<file path="config.mk">
export PLATFORM = sky130hd
export DESIGN_NAME = exec_core
export DESIGN_NICKNAME = d
export VERILOG_FILES = /design/src/rtl/core_config_pkg.sv /design/src/rtl/decoder.sv /design/src/rtl/issuer.sv /design/src/rtl/occupancy_tracker.sv /design/src/rtl/reg_file.sv /design/src/rtl/alu.sv /design/src/rtl/exec_core.sv
export SDC_FILE = /design/constraint.sdc
export NUM_CORES = 2
export LEC_CHECK = 0
export BUFFER_PORTS_ARGS = -buffer_cell sky130_fd_sc_hd__buf_2
export CAP_MARGIN = 20
export CORE_AREA = 2 2 458 460
export DETAILED_ROUTE_END_ITERATION = 7
export DIE_AREA = 0 0 460 462
export SYNTH_ARGS = -nofsm -noshare
export SYNTH_HDL_FRONTEND = slang
export SYNTH_SLANG_ARGS = --single-unit
</file>
<file path="constraint.sdc">
create_clock -name clk -period 17.3 [get_ports clk]
set_clock_uncertainty 0.2 [all_clocks]
set_input_delay 2.595 -clock clk [delete_from_list [all_inputs] [get_ports clk]]
set_output_delay 2.595 -clock clk [all_outputs]
set_load 0.02 [all_outputs]
</file>
<file path="src/rtl/core_config_pkg.sv">
// shared widths, operation encodings and stage structs, imported by every module of the slice
package core_config_pkg;

    // ==================================================
    // widths
    // ==================================================
    localparam int XLEN       = 32;  // data path width
    localparam int REG_ADDR_W = 5;   // register index width
    localparam int NUM_REGS   = 1 << REG_ADDR_W;

    // ==================================================
    // operation encodings
    // ==================================================
    typedef enum logic [4:0] {
        i_NOP,
        i_ADD, i_SUB, i_AND, i_OR, i_XOR,
        i_SLL, i_SRL, i_SRA, i_SLT, i_SLTU,
        i_ADDI, i_ANDI, i_ORI, i_XORI,
        i_SLLI, i_SRLI, i_SRAI, i_SLTI, i_SLTIU
    } opcodes_t;

    typedef enum logic [3:0] {
        ALU_ADD, ALU_SUB, ALU_AND, ALU_OR, ALU_XOR,
        ALU_SLL, ALU_SRL, ALU_SRA, ALU_SLT, ALU_SLTU
    } alu_commands_t;

    // ==================================================
    // stage structs
    // ==================================================
    typedef struct packed {
        logic [REG_ADDR_W-1:0] rs1;
        logic [REG_ADDR_W-1:0] rs2;
        logic [REG_ADDR_W-1:0] rd;
        logic [XLEN-1:0]       imm;      // sign-extended immediate or shift amount
        opcodes_t              opcode;
        logic                  illegal;  // not an OP or OP-IMM encoding
    } decoded_t;

    typedef struct packed {
        logic [XLEN-1:0]       arg0;
        logic [XLEN-1:0]       arg1;     // second register or immediate
        alu_commands_t         cmd;
        logic [REG_ADDR_W-1:0] rd;
    } issue_t;

    typedef struct packed {
        logic                  valid;
        logic [REG_ADDR_W-1:0] rd;
        logic [XLEN-1:0]       data;
    } wb_t;

endpackage

</file>
<file path="src/rtl/decoder.sv">
// decode stage that latches one raw RV32I arithmetic instruction and splits it into fields
module decoder (
    input  logic                             clk,
    input  logic                             rst_n,
    input  logic [core_config_pkg::XLEN-1:0] instr,
    input  logic                             instr_valid,
    input  logic                             dec_busy,
    output core_config_pkg::decoded_t        dec,
    output logic                             dec_valid
);
    import core_config_pkg::*;

    localparam logic [6:0] OPC_OP     = 7'b0110011;
    localparam logic [6:0] OPC_OP_IMM = 7'b0010011;

    logic [XLEN-1:0] r_instr;
    logic            r_valid;
    logic [6:0]      funct7;
    logic [2:0]      funct3;

    always_ff @(posedge clk or negedge rst_n) begin
        if (!rst_n) begin
            r_valid <= 1'b0;
        end else if (!dec_busy) begin
            r_valid <= instr_valid;  // output holds while the issuer stalls
        end
    end

    always_ff @(posedge clk) begin
        if (instr_valid && !dec_busy) begin
            r_instr <= instr;
        end
    end

    assign dec_valid = r_valid;
    assign funct7    = r_instr[31:25];
    assign funct3    = r_instr[14:12];

    // ==================================================
    // field decode
    // ==================================================
    always_comb begin
        dec     = '0;
        dec.rs1 = r_instr[19:15];
        dec.rs2 = r_instr[24:20];
        dec.rd  = r_instr[11:7];
        case (r_instr[6:0])
            OPC_OP: begin
                case ({funct7, funct3})
                    {7'h00, 3'b000}: dec.opcode = i_ADD;
                    {7'h20, 3'b000}: dec.opcode = i_SUB;
                    {7'h00, 3'b001}: dec.opcode = i_SLL;
                    {7'h00, 3'b010}: dec.opcode = i_SLT;
                    {7'h00, 3'b011}: dec.opcode = i_SLTU;
                    {7'h00, 3'b100}: dec.opcode = i_XOR;
                    {7'h00, 3'b101}: dec.opcode = i_SRL;
                    {7'h20, 3'b101}: dec.opcode = i_SRA;
                    {7'h00, 3'b110}: dec.opcode = i_OR;
                    {7'h00, 3'b111}: dec.opcode = i_AND;
                    default:         dec.illegal = 1'b1;
                endcase
            end
            OPC_OP_IMM: begin
                dec.imm = {{(XLEN-12){r_instr[31]}}, r_instr[31:20]};
                case (funct3)
                    3'b000:  dec.opcode = i_ADDI;
                    3'b010:  dec.opcode = i_SLTI;
                    3'b011:  dec.opcode = i_SLTIU;
                    3'b100:  dec.opcode = i_XORI;
                    3'b110:  dec.opcode = i_ORI;
                    3'b111:  dec.opcode = i_ANDI;
                    default: begin
                        // shifts carry only the shift amount, funct7 selects the kind
                        dec.imm = {{(XLEN-5){1'b0}}, r_instr[24:20]};
                        if (funct7 == 7'h00) begin
                            dec.opcode = (funct3 == 3'b001) ? i_SLLI : i_SRLI;
                        end else if (funct7 == 7'h20 && funct3 == 3'b101) begin
                            dec.opcode = i_SRAI;
                        end else begin
                            dec.illegal = 1'b1;
                        end
                    end
                endcase
            end
            default: dec.illegal = 1'b1;  // loads, stores, branches and the rest
        endcase
    end

endmodule

</file>
<file path="src/rtl/issuer.sv">
// issue stage that holds one decoded instruction, resolves hazards and bypass, and starts an ALU
module issuer #(
    parameter int NUM_ALU = 2
) (
    input  logic                                   clk,
    input  logic                                   rst_n,
    input  core_config_pkg::decoded_t              dec,
    input  logic                                   dec_valid,
    output logic                                   dec_busy,
    output logic                                   occupancy_lock,
    output logic [core_config_pkg::REG_ADDR_W-1:0] occupancy_rd,
    input  logic [core_config_pkg::NUM_REGS-1:0]   occupancy_busy,
    output logic [core_config_pkg::REG_ADDR_W-1:0] reg_ra0,
    output logic [core_config_pkg::REG_ADDR_W-1:0] reg_ra1,
    input  logic [core_config_pkg::XLEN-1:0]       reg_rd0,
    input  logic [core_config_pkg::XLEN-1:0]       reg_rd1,
    input  core_config_pkg::wb_t [NUM_ALU-1:0]     bypass,
    output logic [NUM_ALU-1:0]                     alu_start,
    output core_config_pkg::issue_t                alu_issue,
    input  logic [NUM_ALU-1:0]                     alu_busy,
    output logic                                   illegal
);
    import core_config_pkg::*;

    decoded_t            r_instr;
    logic                r_full;
    logic                uses_rs2;
    logic [NUM_REGS-1:0] released;
    logic [NUM_REGS-1:0] locked;
    logic                hazard;
    logic [NUM_ALU-1:0]  free_alu;
    logic                can_issue;
    logic                leave;
    logic [XLEN-1:0]     op_a;
    logic [XLEN-1:0]     op_b;
    alu_commands_t       cmd;

    // ==================================================
    // waiting stage
    // ==================================================
    assign leave    = can_issue | (r_full & r_instr.illegal);  // illegal ones drop out at once
    assign dec_busy = r_full & ~leave;
    assign illegal  = r_full & r_instr.illegal;

    always_ff @(posedge clk or negedge rst_n) begin
        if (!rst_n) begin
            r_full <= 1'b0;
        end else if (!dec_busy) begin
            r_full <= dec_valid;
        end
    end

    always_ff @(posedge clk) begin
        if (dec_valid && !dec_busy) begin
            r_instr <= dec;
        end
    end

    // ==================================================
    // bypass and hazard check
    // ==================================================
    always_comb begin
        released = '0;
        op_a     = reg_rd0;
        op_b     = reg_rd1;
        for (int i = 0; i < NUM_ALU; i++) begin
            if (bypass[i].valid) begin
                released[bypass[i].rd] = 1'b1;  // lock ends at this edge
                if (bypass[i].rd == r_instr.rs1 && r_instr.rs1 != '0) begin
                    op_a = bypass[i].data;
                end
                if (bypass[i].rd == r_instr.rs2 && r_instr.rs2 != '0) begin
                    op_b = bypass[i].data;
                end
            end
        end
    end

    assign uses_rs2  = r_instr.opcode inside {i_ADD, i_SUB, i_AND, i_OR, i_XOR,
                                              i_SLL, i_SRL, i_SRA, i_SLT, i_SLTU};
    assign locked    = occupancy_busy & ~released;
    assign hazard    = locked[r_instr.rs1] | (uses_rs2 & locked[r_instr.rs2]) | locked[r_instr.rd];
    assign free_alu  = ~alu_busy;
    assign can_issue = r_full & ~r_instr.illegal & ~hazard & (|free_alu);

    always_comb begin
        case (r_instr.opcode)
            i_SUB:          cmd = ALU_SUB;
            i_AND, i_ANDI:  cmd = ALU_AND;
            i_OR, i_ORI:    cmd = ALU_OR;
            i_XOR, i_XORI:  cmd = ALU_XOR;
            i_SLL, i_SLLI:  cmd = ALU_SLL;
            i_SRL, i_SRLI:  cmd = ALU_SRL;
            i_SRA, i_SRAI:  cmd = ALU_SRA;
            i_SLT, i_SLTI:  cmd = ALU_SLT;
            i_SLTU, i_SLTIU: cmd = ALU_SLTU;
            default:        cmd = ALU_ADD;  // add, addi and nop
        endcase
    end

    // ==================================================
    // dispatch
    // ==================================================
    assign alu_start      = can_issue ? (free_alu & (~free_alu + 1'b1)) : '0;  // lowest free unit
    assign alu_issue.arg0 = op_a;
    assign alu_issue.arg1 = uses_rs2 ? op_b : r_instr.imm;
    assign alu_issue.cmd  = cmd;
    assign alu_issue.rd   = r_instr.rd;
    assign occupancy_lock = can_issue & (r_instr.rd != '0);  // x0 never waits
    assign occupancy_rd   = r_instr.rd;
    assign reg_ra0        = r_instr.rs1;
    assign reg_ra1        = r_instr.rs2;

endmodule

</file>
<file path="src/rtl/occupancy_tracker.sv">
// register scoreboard that marks destinations of in-flight instructions until their write-back
module occupancy_tracker #(
    parameter int NUM_ALU = 2
) (
    input  logic                                   clk,
    input  logic                                   rst_n,
    input  logic                                   lock,
    input  logic [core_config_pkg::REG_ADDR_W-1:0] lock_rd,
    input  core_config_pkg::wb_t [NUM_ALU-1:0]     wb,
    output logic [core_config_pkg::NUM_REGS-1:0]   busy
);
    import core_config_pkg::*;

    logic [NUM_REGS-1:0] r_lock;
    logic [NUM_REGS-1:0] set_mask;
    logic [NUM_REGS-1:0] clear_mask;

    always_comb begin
        set_mask   = '0;
        clear_mask = '0;
        if (lock) begin
            set_mask[lock_rd] = 1'b1;
        end
        for (int i = 0; i < NUM_ALU; i++) begin
            if (wb[i].valid) begin
                clear_mask[wb[i].rd] = 1'b1;
            end
        end
    end

    // a new lock wins over a release of the same register in the same cycle
    always_ff @(posedge clk or negedge rst_n) begin
        if (!rst_n) begin
            r_lock <= '0;
        end else begin
            r_lock <= (r_lock & ~clear_mask) | set_mask;
        end
    end

    assign busy = r_lock;

endmodule

</file>
<file path="src/rtl/reg_file.sv">
// architectural register file with two asynchronous read ports and one write port per ALU
module reg_file #(
    parameter int NUM_ALU = 2
) (
    input  logic                                   clk,
    input  logic                                   rst_n,
    input  logic [core_config_pkg::REG_ADDR_W-1:0] ra0,
    input  logic [core_config_pkg::REG_ADDR_W-1:0] ra1,
    output logic [core_config_pkg::XLEN-1:0]       rd0,
    output logic [core_config_pkg::XLEN-1:0]       rd1,
    input  core_config_pkg::wb_t [NUM_ALU-1:0]     wb
);
    import core_config_pkg::*;

    logic [XLEN-1:0] regs [NUM_REGS];

    always_ff @(posedge clk or negedge rst_n) begin
        if (!rst_n) begin
            for (int r = 0; r < NUM_REGS; r++) begin
                regs[r] <= '0;
            end
        end else begin
            for (int i = 0; i < NUM_ALU; i++) begin
                if (wb[i].valid && wb[i].rd != '0) begin
                    regs[wb[i].rd] <= wb[i].data;  // x0 stays at its reset value
                end
            end
        end
    end

    assign rd0 = regs[ra0];
    assign rd1 = regs[ra1];

endmodule

</file>
<file path="src/rtl/alu.sv">
// two-cycle integer ALU that captures one operation on start and presents a single write-back
module alu (
    input  logic                    clk,
    input  logic                    rst_n,
    input  logic                    start,
    input  core_config_pkg::issue_t issue,
    output logic                    busy,
    output core_config_pkg::wb_t    wb
);
    import core_config_pkg::*;

    issue_t                  r_issue;
    logic                    r_run;
    logic                    r_valid;
    logic [REG_ADDR_W-1:0]   r_rd;
    logic [XLEN-1:0]         r_data;
    logic [XLEN-1:0]         a;
    logic [XLEN-1:0]         b;
    logic [$clog2(XLEN)-1:0] shamt;
    logic [XLEN-1:0]         result;

    always_ff @(posedge clk or negedge rst_n) begin
        if (!rst_n) begin
            r_run   <= 1'b0;
            r_valid <= 1'b0;
        end else begin
            r_run   <= start;  // first cycle holds the operands
            r_valid <= r_run;  // second cycle presents the result
        end
    end

    always_ff @(posedge clk) begin
        if (start) begin
            r_issue <= issue;
        end
        if (r_run) begin
            r_rd   <= r_issue.rd;
            r_data <= result;
        end
    end

    assign a     = r_issue.arg0;
    assign b     = r_issue.arg1;
    assign shamt = b[$clog2(XLEN)-1:0];

    always_comb begin
        case (r_issue.cmd)
            ALU_SUB:  result = a - b;
            ALU_AND:  result = a & b;
            ALU_OR:   result = a | b;
            ALU_XOR:  result = a ^ b;
            ALU_SLL:  result = a << shamt;
            ALU_SRL:  result = a >> shamt;
            ALU_SRA:  result = $signed(a) >>> shamt;
            ALU_SLT:  result = {{(XLEN-1){1'b0}}, $signed(a) < $signed(b)};
            ALU_SLTU: result = {{(XLEN-1){1'b0}}, a < b};
            default:  result = a + b;
        endcase
    end

    assign busy = r_run | r_valid;  // free again once the write-back has gone
    assign wb   = '{valid: r_valid, rd: r_rd, data: r_data};

endmodule

</file>
<file path="src/rtl/exec_core.sv">
// top level of the execution slice, connecting decoder, issuer, scoreboard, registers and ALUs
module exec_core #(
    parameter int NUM_ALU = 2
) (
    input  logic                               clk,
    input  logic                               rst_n,
    input  logic [core_config_pkg::XLEN-1:0]   instr,
    input  logic                               instr_valid,
    output logic                               instr_ready,
    output core_config_pkg::wb_t [NUM_ALU-1:0] retire,
    output logic                               illegal
);
    import core_config_pkg::*;

    decoded_t              dec;
    logic                  dec_valid;
    logic                  dec_busy;
    logic                  occ_lock;
    logic [REG_ADDR_W-1:0] occ_rd;
    logic [NUM_REGS-1:0]   occ_busy;
    logic [REG_ADDR_W-1:0] ra0;
    logic [REG_ADDR_W-1:0] ra1;
    logic [XLEN-1:0]       rd0;
    logic [XLEN-1:0]       rd1;
    logic [NUM_ALU-1:0]    alu_start;
    logic [NUM_ALU-1:0]    alu_busy;
    issue_t                alu_issue;

    assign instr_ready = ~dec_busy;

    // ==================================================
    // front end
    // ==================================================
    decoder u_decoder (
        .clk         (clk),
        .rst_n       (rst_n),
        .instr       (instr),
        .instr_valid (instr_valid),
        .dec_busy    (dec_busy),
        .dec         (dec),
        .dec_valid   (dec_valid)
    );

    issuer #(.NUM_ALU(NUM_ALU)) u_issuer (
        .clk            (clk),
        .rst_n          (rst_n),
        .dec            (dec),
        .dec_valid      (dec_valid),
        .dec_busy       (dec_busy),
        .occupancy_lock (occ_lock),
        .occupancy_rd   (occ_rd),
        .occupancy_busy (occ_busy),
        .reg_ra0        (ra0),
        .reg_ra1        (ra1),
        .reg_rd0        (rd0),
        .reg_rd1        (rd1),
        .bypass         (retire),
        .alu_start      (alu_start),
        .alu_issue      (alu_issue),
        .alu_busy       (alu_busy),
        .illegal        (illegal)
    );

    occupancy_tracker #(.NUM_ALU(NUM_ALU)) u_tracker (
        .clk     (clk),
        .rst_n   (rst_n),
        .lock    (occ_lock),
        .lock_rd (occ_rd),
        .wb      (retire),
        .busy    (occ_busy)
    );

    reg_file #(.NUM_ALU(NUM_ALU)) u_reg_file (
        .clk   (clk),
        .rst_n (rst_n),
        .ra0   (ra0),
        .ra1   (ra1),
        .rd0   (rd0),
        .rd1   (rd1),
        .wb    (retire)
    );

    // ==================================================
    // ALU cluster, all units share the issue bus
    // ==================================================
    for (genvar i = 0; i < NUM_ALU; i++) begin : g_alu
        alu u_alu (
            .clk   (clk),
            .rst_n (rst_n),
            .start (alu_start[i]),
            .issue (alu_issue),
            .busy  (alu_busy[i]),
            .wb    (retire[i])
        );
    end

endmodule

</file>
==> run metrics <==
CP arrival 5.72 ns; effective utilization at floorplan 0.447; Antenna Nets Post-Route 0; Worst Path Required 14.51 ns; gr ovfl total 0; status completed; Clock Latency Late Sink 0.87 ns; first-pass GRT wire length 558 mm; die area 213000 µm²; most common cell in the netlist dfrtp_1; slew margin rel. 0.172; Post-CTS Resized 0; Clk pin slew, worst setup/hold paths 0.06 ns; drt via density 6.85; Seq/Total Area, Yosys 0.379; top-area cell type share of the netlist area 0.286; # clock sinks 1351; vias 79205; Final Core Density 0.485; # rows 168; Worst Setup Slack, final 8.78 ns; syn avg cell area 10.1 µm²; Async SR Flop Fraction 0.786; Startpoint Class register; Cells after Synth 9212; Cell Area, Synth 93000 µm²; Setup Viol. Count Final 0; CP cell instances and4b_1 > nand2_4 > a311oi_1 > or4_1 > a2111oi_0 > and4b_1 > nand3_1 > nor2_1 > and2_1 > or2_2 > buf_2; drt first-iter violations 12089; final wirelength 393 mm; LEAKAGE 46.9 nW; Pins Over Slew Limit 0; Hold Path Class register to register; total core area 208000 µm²; clock buffer count from CTS 160; VDD IR max 124 µV; DP Worst Slack 9.81 ns; Post-synth top flop dfrtp_1; area delta synth->final 8.55%; Overall Power 0.00720 W; Peak Freq 117 MHz; flops & latches, synth 1351; largest area contributor in the netlist dfrtp_1; final hold violations 0; CP peak stage delay 0.93 ns; Pre-antenna DRT Iters 8; MaxCap Viol Count 0; Die W 460 µm; post-synth net total 9449; Setup crit end kind primary output; vias in the first global route 75363; EDFF count, synth 285; DRC 0; largest net degree at the start of global routing 172; Hold Buf Count CTS 0; Area contributors post-synth dfrtp_1 29%, mux4_2 18%, mux2i_1 11%; Post-CTS Setup Bufs 0; Pwr Density 71.4 nW/µm²; fin crit share 0.492; Yosys warnings 0; share of cells above drive strength 1 0.166; die height 462 µm; Synth top cells by count 1062 x dfrtp_1, 981 x mux2i_1, 963 x nor2_1, 950 x nand2_1, 857 x a21oi_1; most used cell along the critical path and4b_1; H-Tree Depth 4; Netlist cell types 97; routability cong. 1.00; # nets final 8948; slowest cell on the critical path edfxtp_1; PortBufs 112; TNS Setup 0 ns; Tmin final 8.52 ns; initial antenna violation count 22; total track usage 0.365; CTS root buffer clkbuf_16; RSZ-0062 raised after global routing false; Worst-Margin Slew 1.24 ns; worst-path fanout max 35; hpwl dp 251 mm; Max clock buf depth 3; wire length per cell 34.0 µm; CP Class register to primary output; Top Ports 113; CTS tree yes
power breakdown:
| group | internal, W | switching, W |
|---|---|---|
| registers | 0.00328 | 0.0000290 |
| clock network | 0.00203 | 0.00152 |
| logic | 0.000120 | 0.000236 |
path summary, 6_finish.rpt:
kind | start | endpoint | slack, ns | cells past startpoint
max in group asynchronous | rst_n | u_reg_file.regs[972] | 12.20 | 4
setup / recovery | g_alu[0].u_alu.r_rd[2] | instr_ready | 8.78 | 11
hold / removal | u_reg_file.regs[1016] | u_reg_file.regs[1016] | 0.19 | 0
min in group asynchronous | rst_n | u_reg_file.regs[590] | 1.61 | 1
hold reg to reg | u_reg_file.regs[1016] | u_reg_file.regs[1016] | 0.19 | 0
setup reg to reg | g_alu[0].u_alu.r_rd[0] | u_issuer.cmd[1] | 10.66 | 15
placed cells by master, fill, tap and decap left out, drive strengths merged, types with 87 or more instances in the layout:
cell type,Yosys,routed
nand2,951,951
a21oi,857,857
nor3,87,87
inv,236,244
mux2i,981,981
nor2,964,964
edfxtp,285,285
clkbuf,767,226
ha,198,198
o21ai,741,741
dfrtp,1062,1062
buf,235,338
mux4,755,755
registers in the layout (all words and copies together) (netlist names):
name                   cells
g_alu.u_alu.a             64
g_alu.u_alu.b             64
g_alu.u_alu.r_data        64
g_alu.u_alu.r_issue       18
g_alu.u_alu.r_rd          10
g_alu.u_alu.r_run          2
g_alu.u_alu.r_valid        2
u_decoder.dec_valid        1
u_decoder.r_instr         32
u_issuer.cmd               4
u_issuer.occupancy_rd      5
u_issuer.r_full            1
u_issuer.r_instr          18
u_issuer.reg_ra0           5
u_issuer.reg_ra1           5
u_reg_file.regs         1024
u_tracker.busy            32
critical path, delay by kind of cell, from the launching register on:
kind | cells | cell delay (ns)
buffers and inverters | 1 | 0.19
AOI/OAI and AO/OA | 2 | 0.74
and+or+nand+nor | 8 | 2.97
DFF | 1 | 0.93
layer usage:
layer  global-route usage  share of wire  up-vias
li1                     -              -    32843
met1                0.504           0.39    39903
met2                0.520           0.42     5417
met3                0.107           0.13     1020
met4                0.187          0.058       22
met5                    0        0.00035        -
final cells by class:
cell class | count | area, µm²
inverter | 240 | 901
tap | 2720 | 3400
timing repair buffer | 339 | 2470
clock inverter | 67 | 783
multi-input combinational | 6619 | 53500
clock buffer | 225 | 4620
fill | 18914 | 107000
antenna | 8 | 20.0
sequential | 1351 | 35200
kinds of logic (layout without fill, tap and decap cells):
family,after synthesis,count (layout),share of synthesized area
multiplexers,1749,1749,0.290
other,0,8,0
flip-flops,1351,1351,0.379
AND/OR/NAND/NOR,2382,2382,0.109
buffers and inverters,1242,871,0.0513
AO/OA/AOI/OAI,2258,2258,0.141
adder cells (fa/ha/maj),202,202,0.0275
XOR/XNOR,28,28,0.00264
per-stage QoR:
step | std cells | hold WS, ns | cell area, µm²
6_report | 11569 | 0.194 | 101000
2_1_floorplan | 9212 | 0.200 | 93000
3_5_place_dp | 11267 | 0.183 | 95500
5_1_grt | 11561 | 0.208 | 101000
3_3_place_gp | 11264 | 0.176 | 95400
4_1_cts | 11559 | 0.196 | 101000
Power figures use the tool's default switching activity.
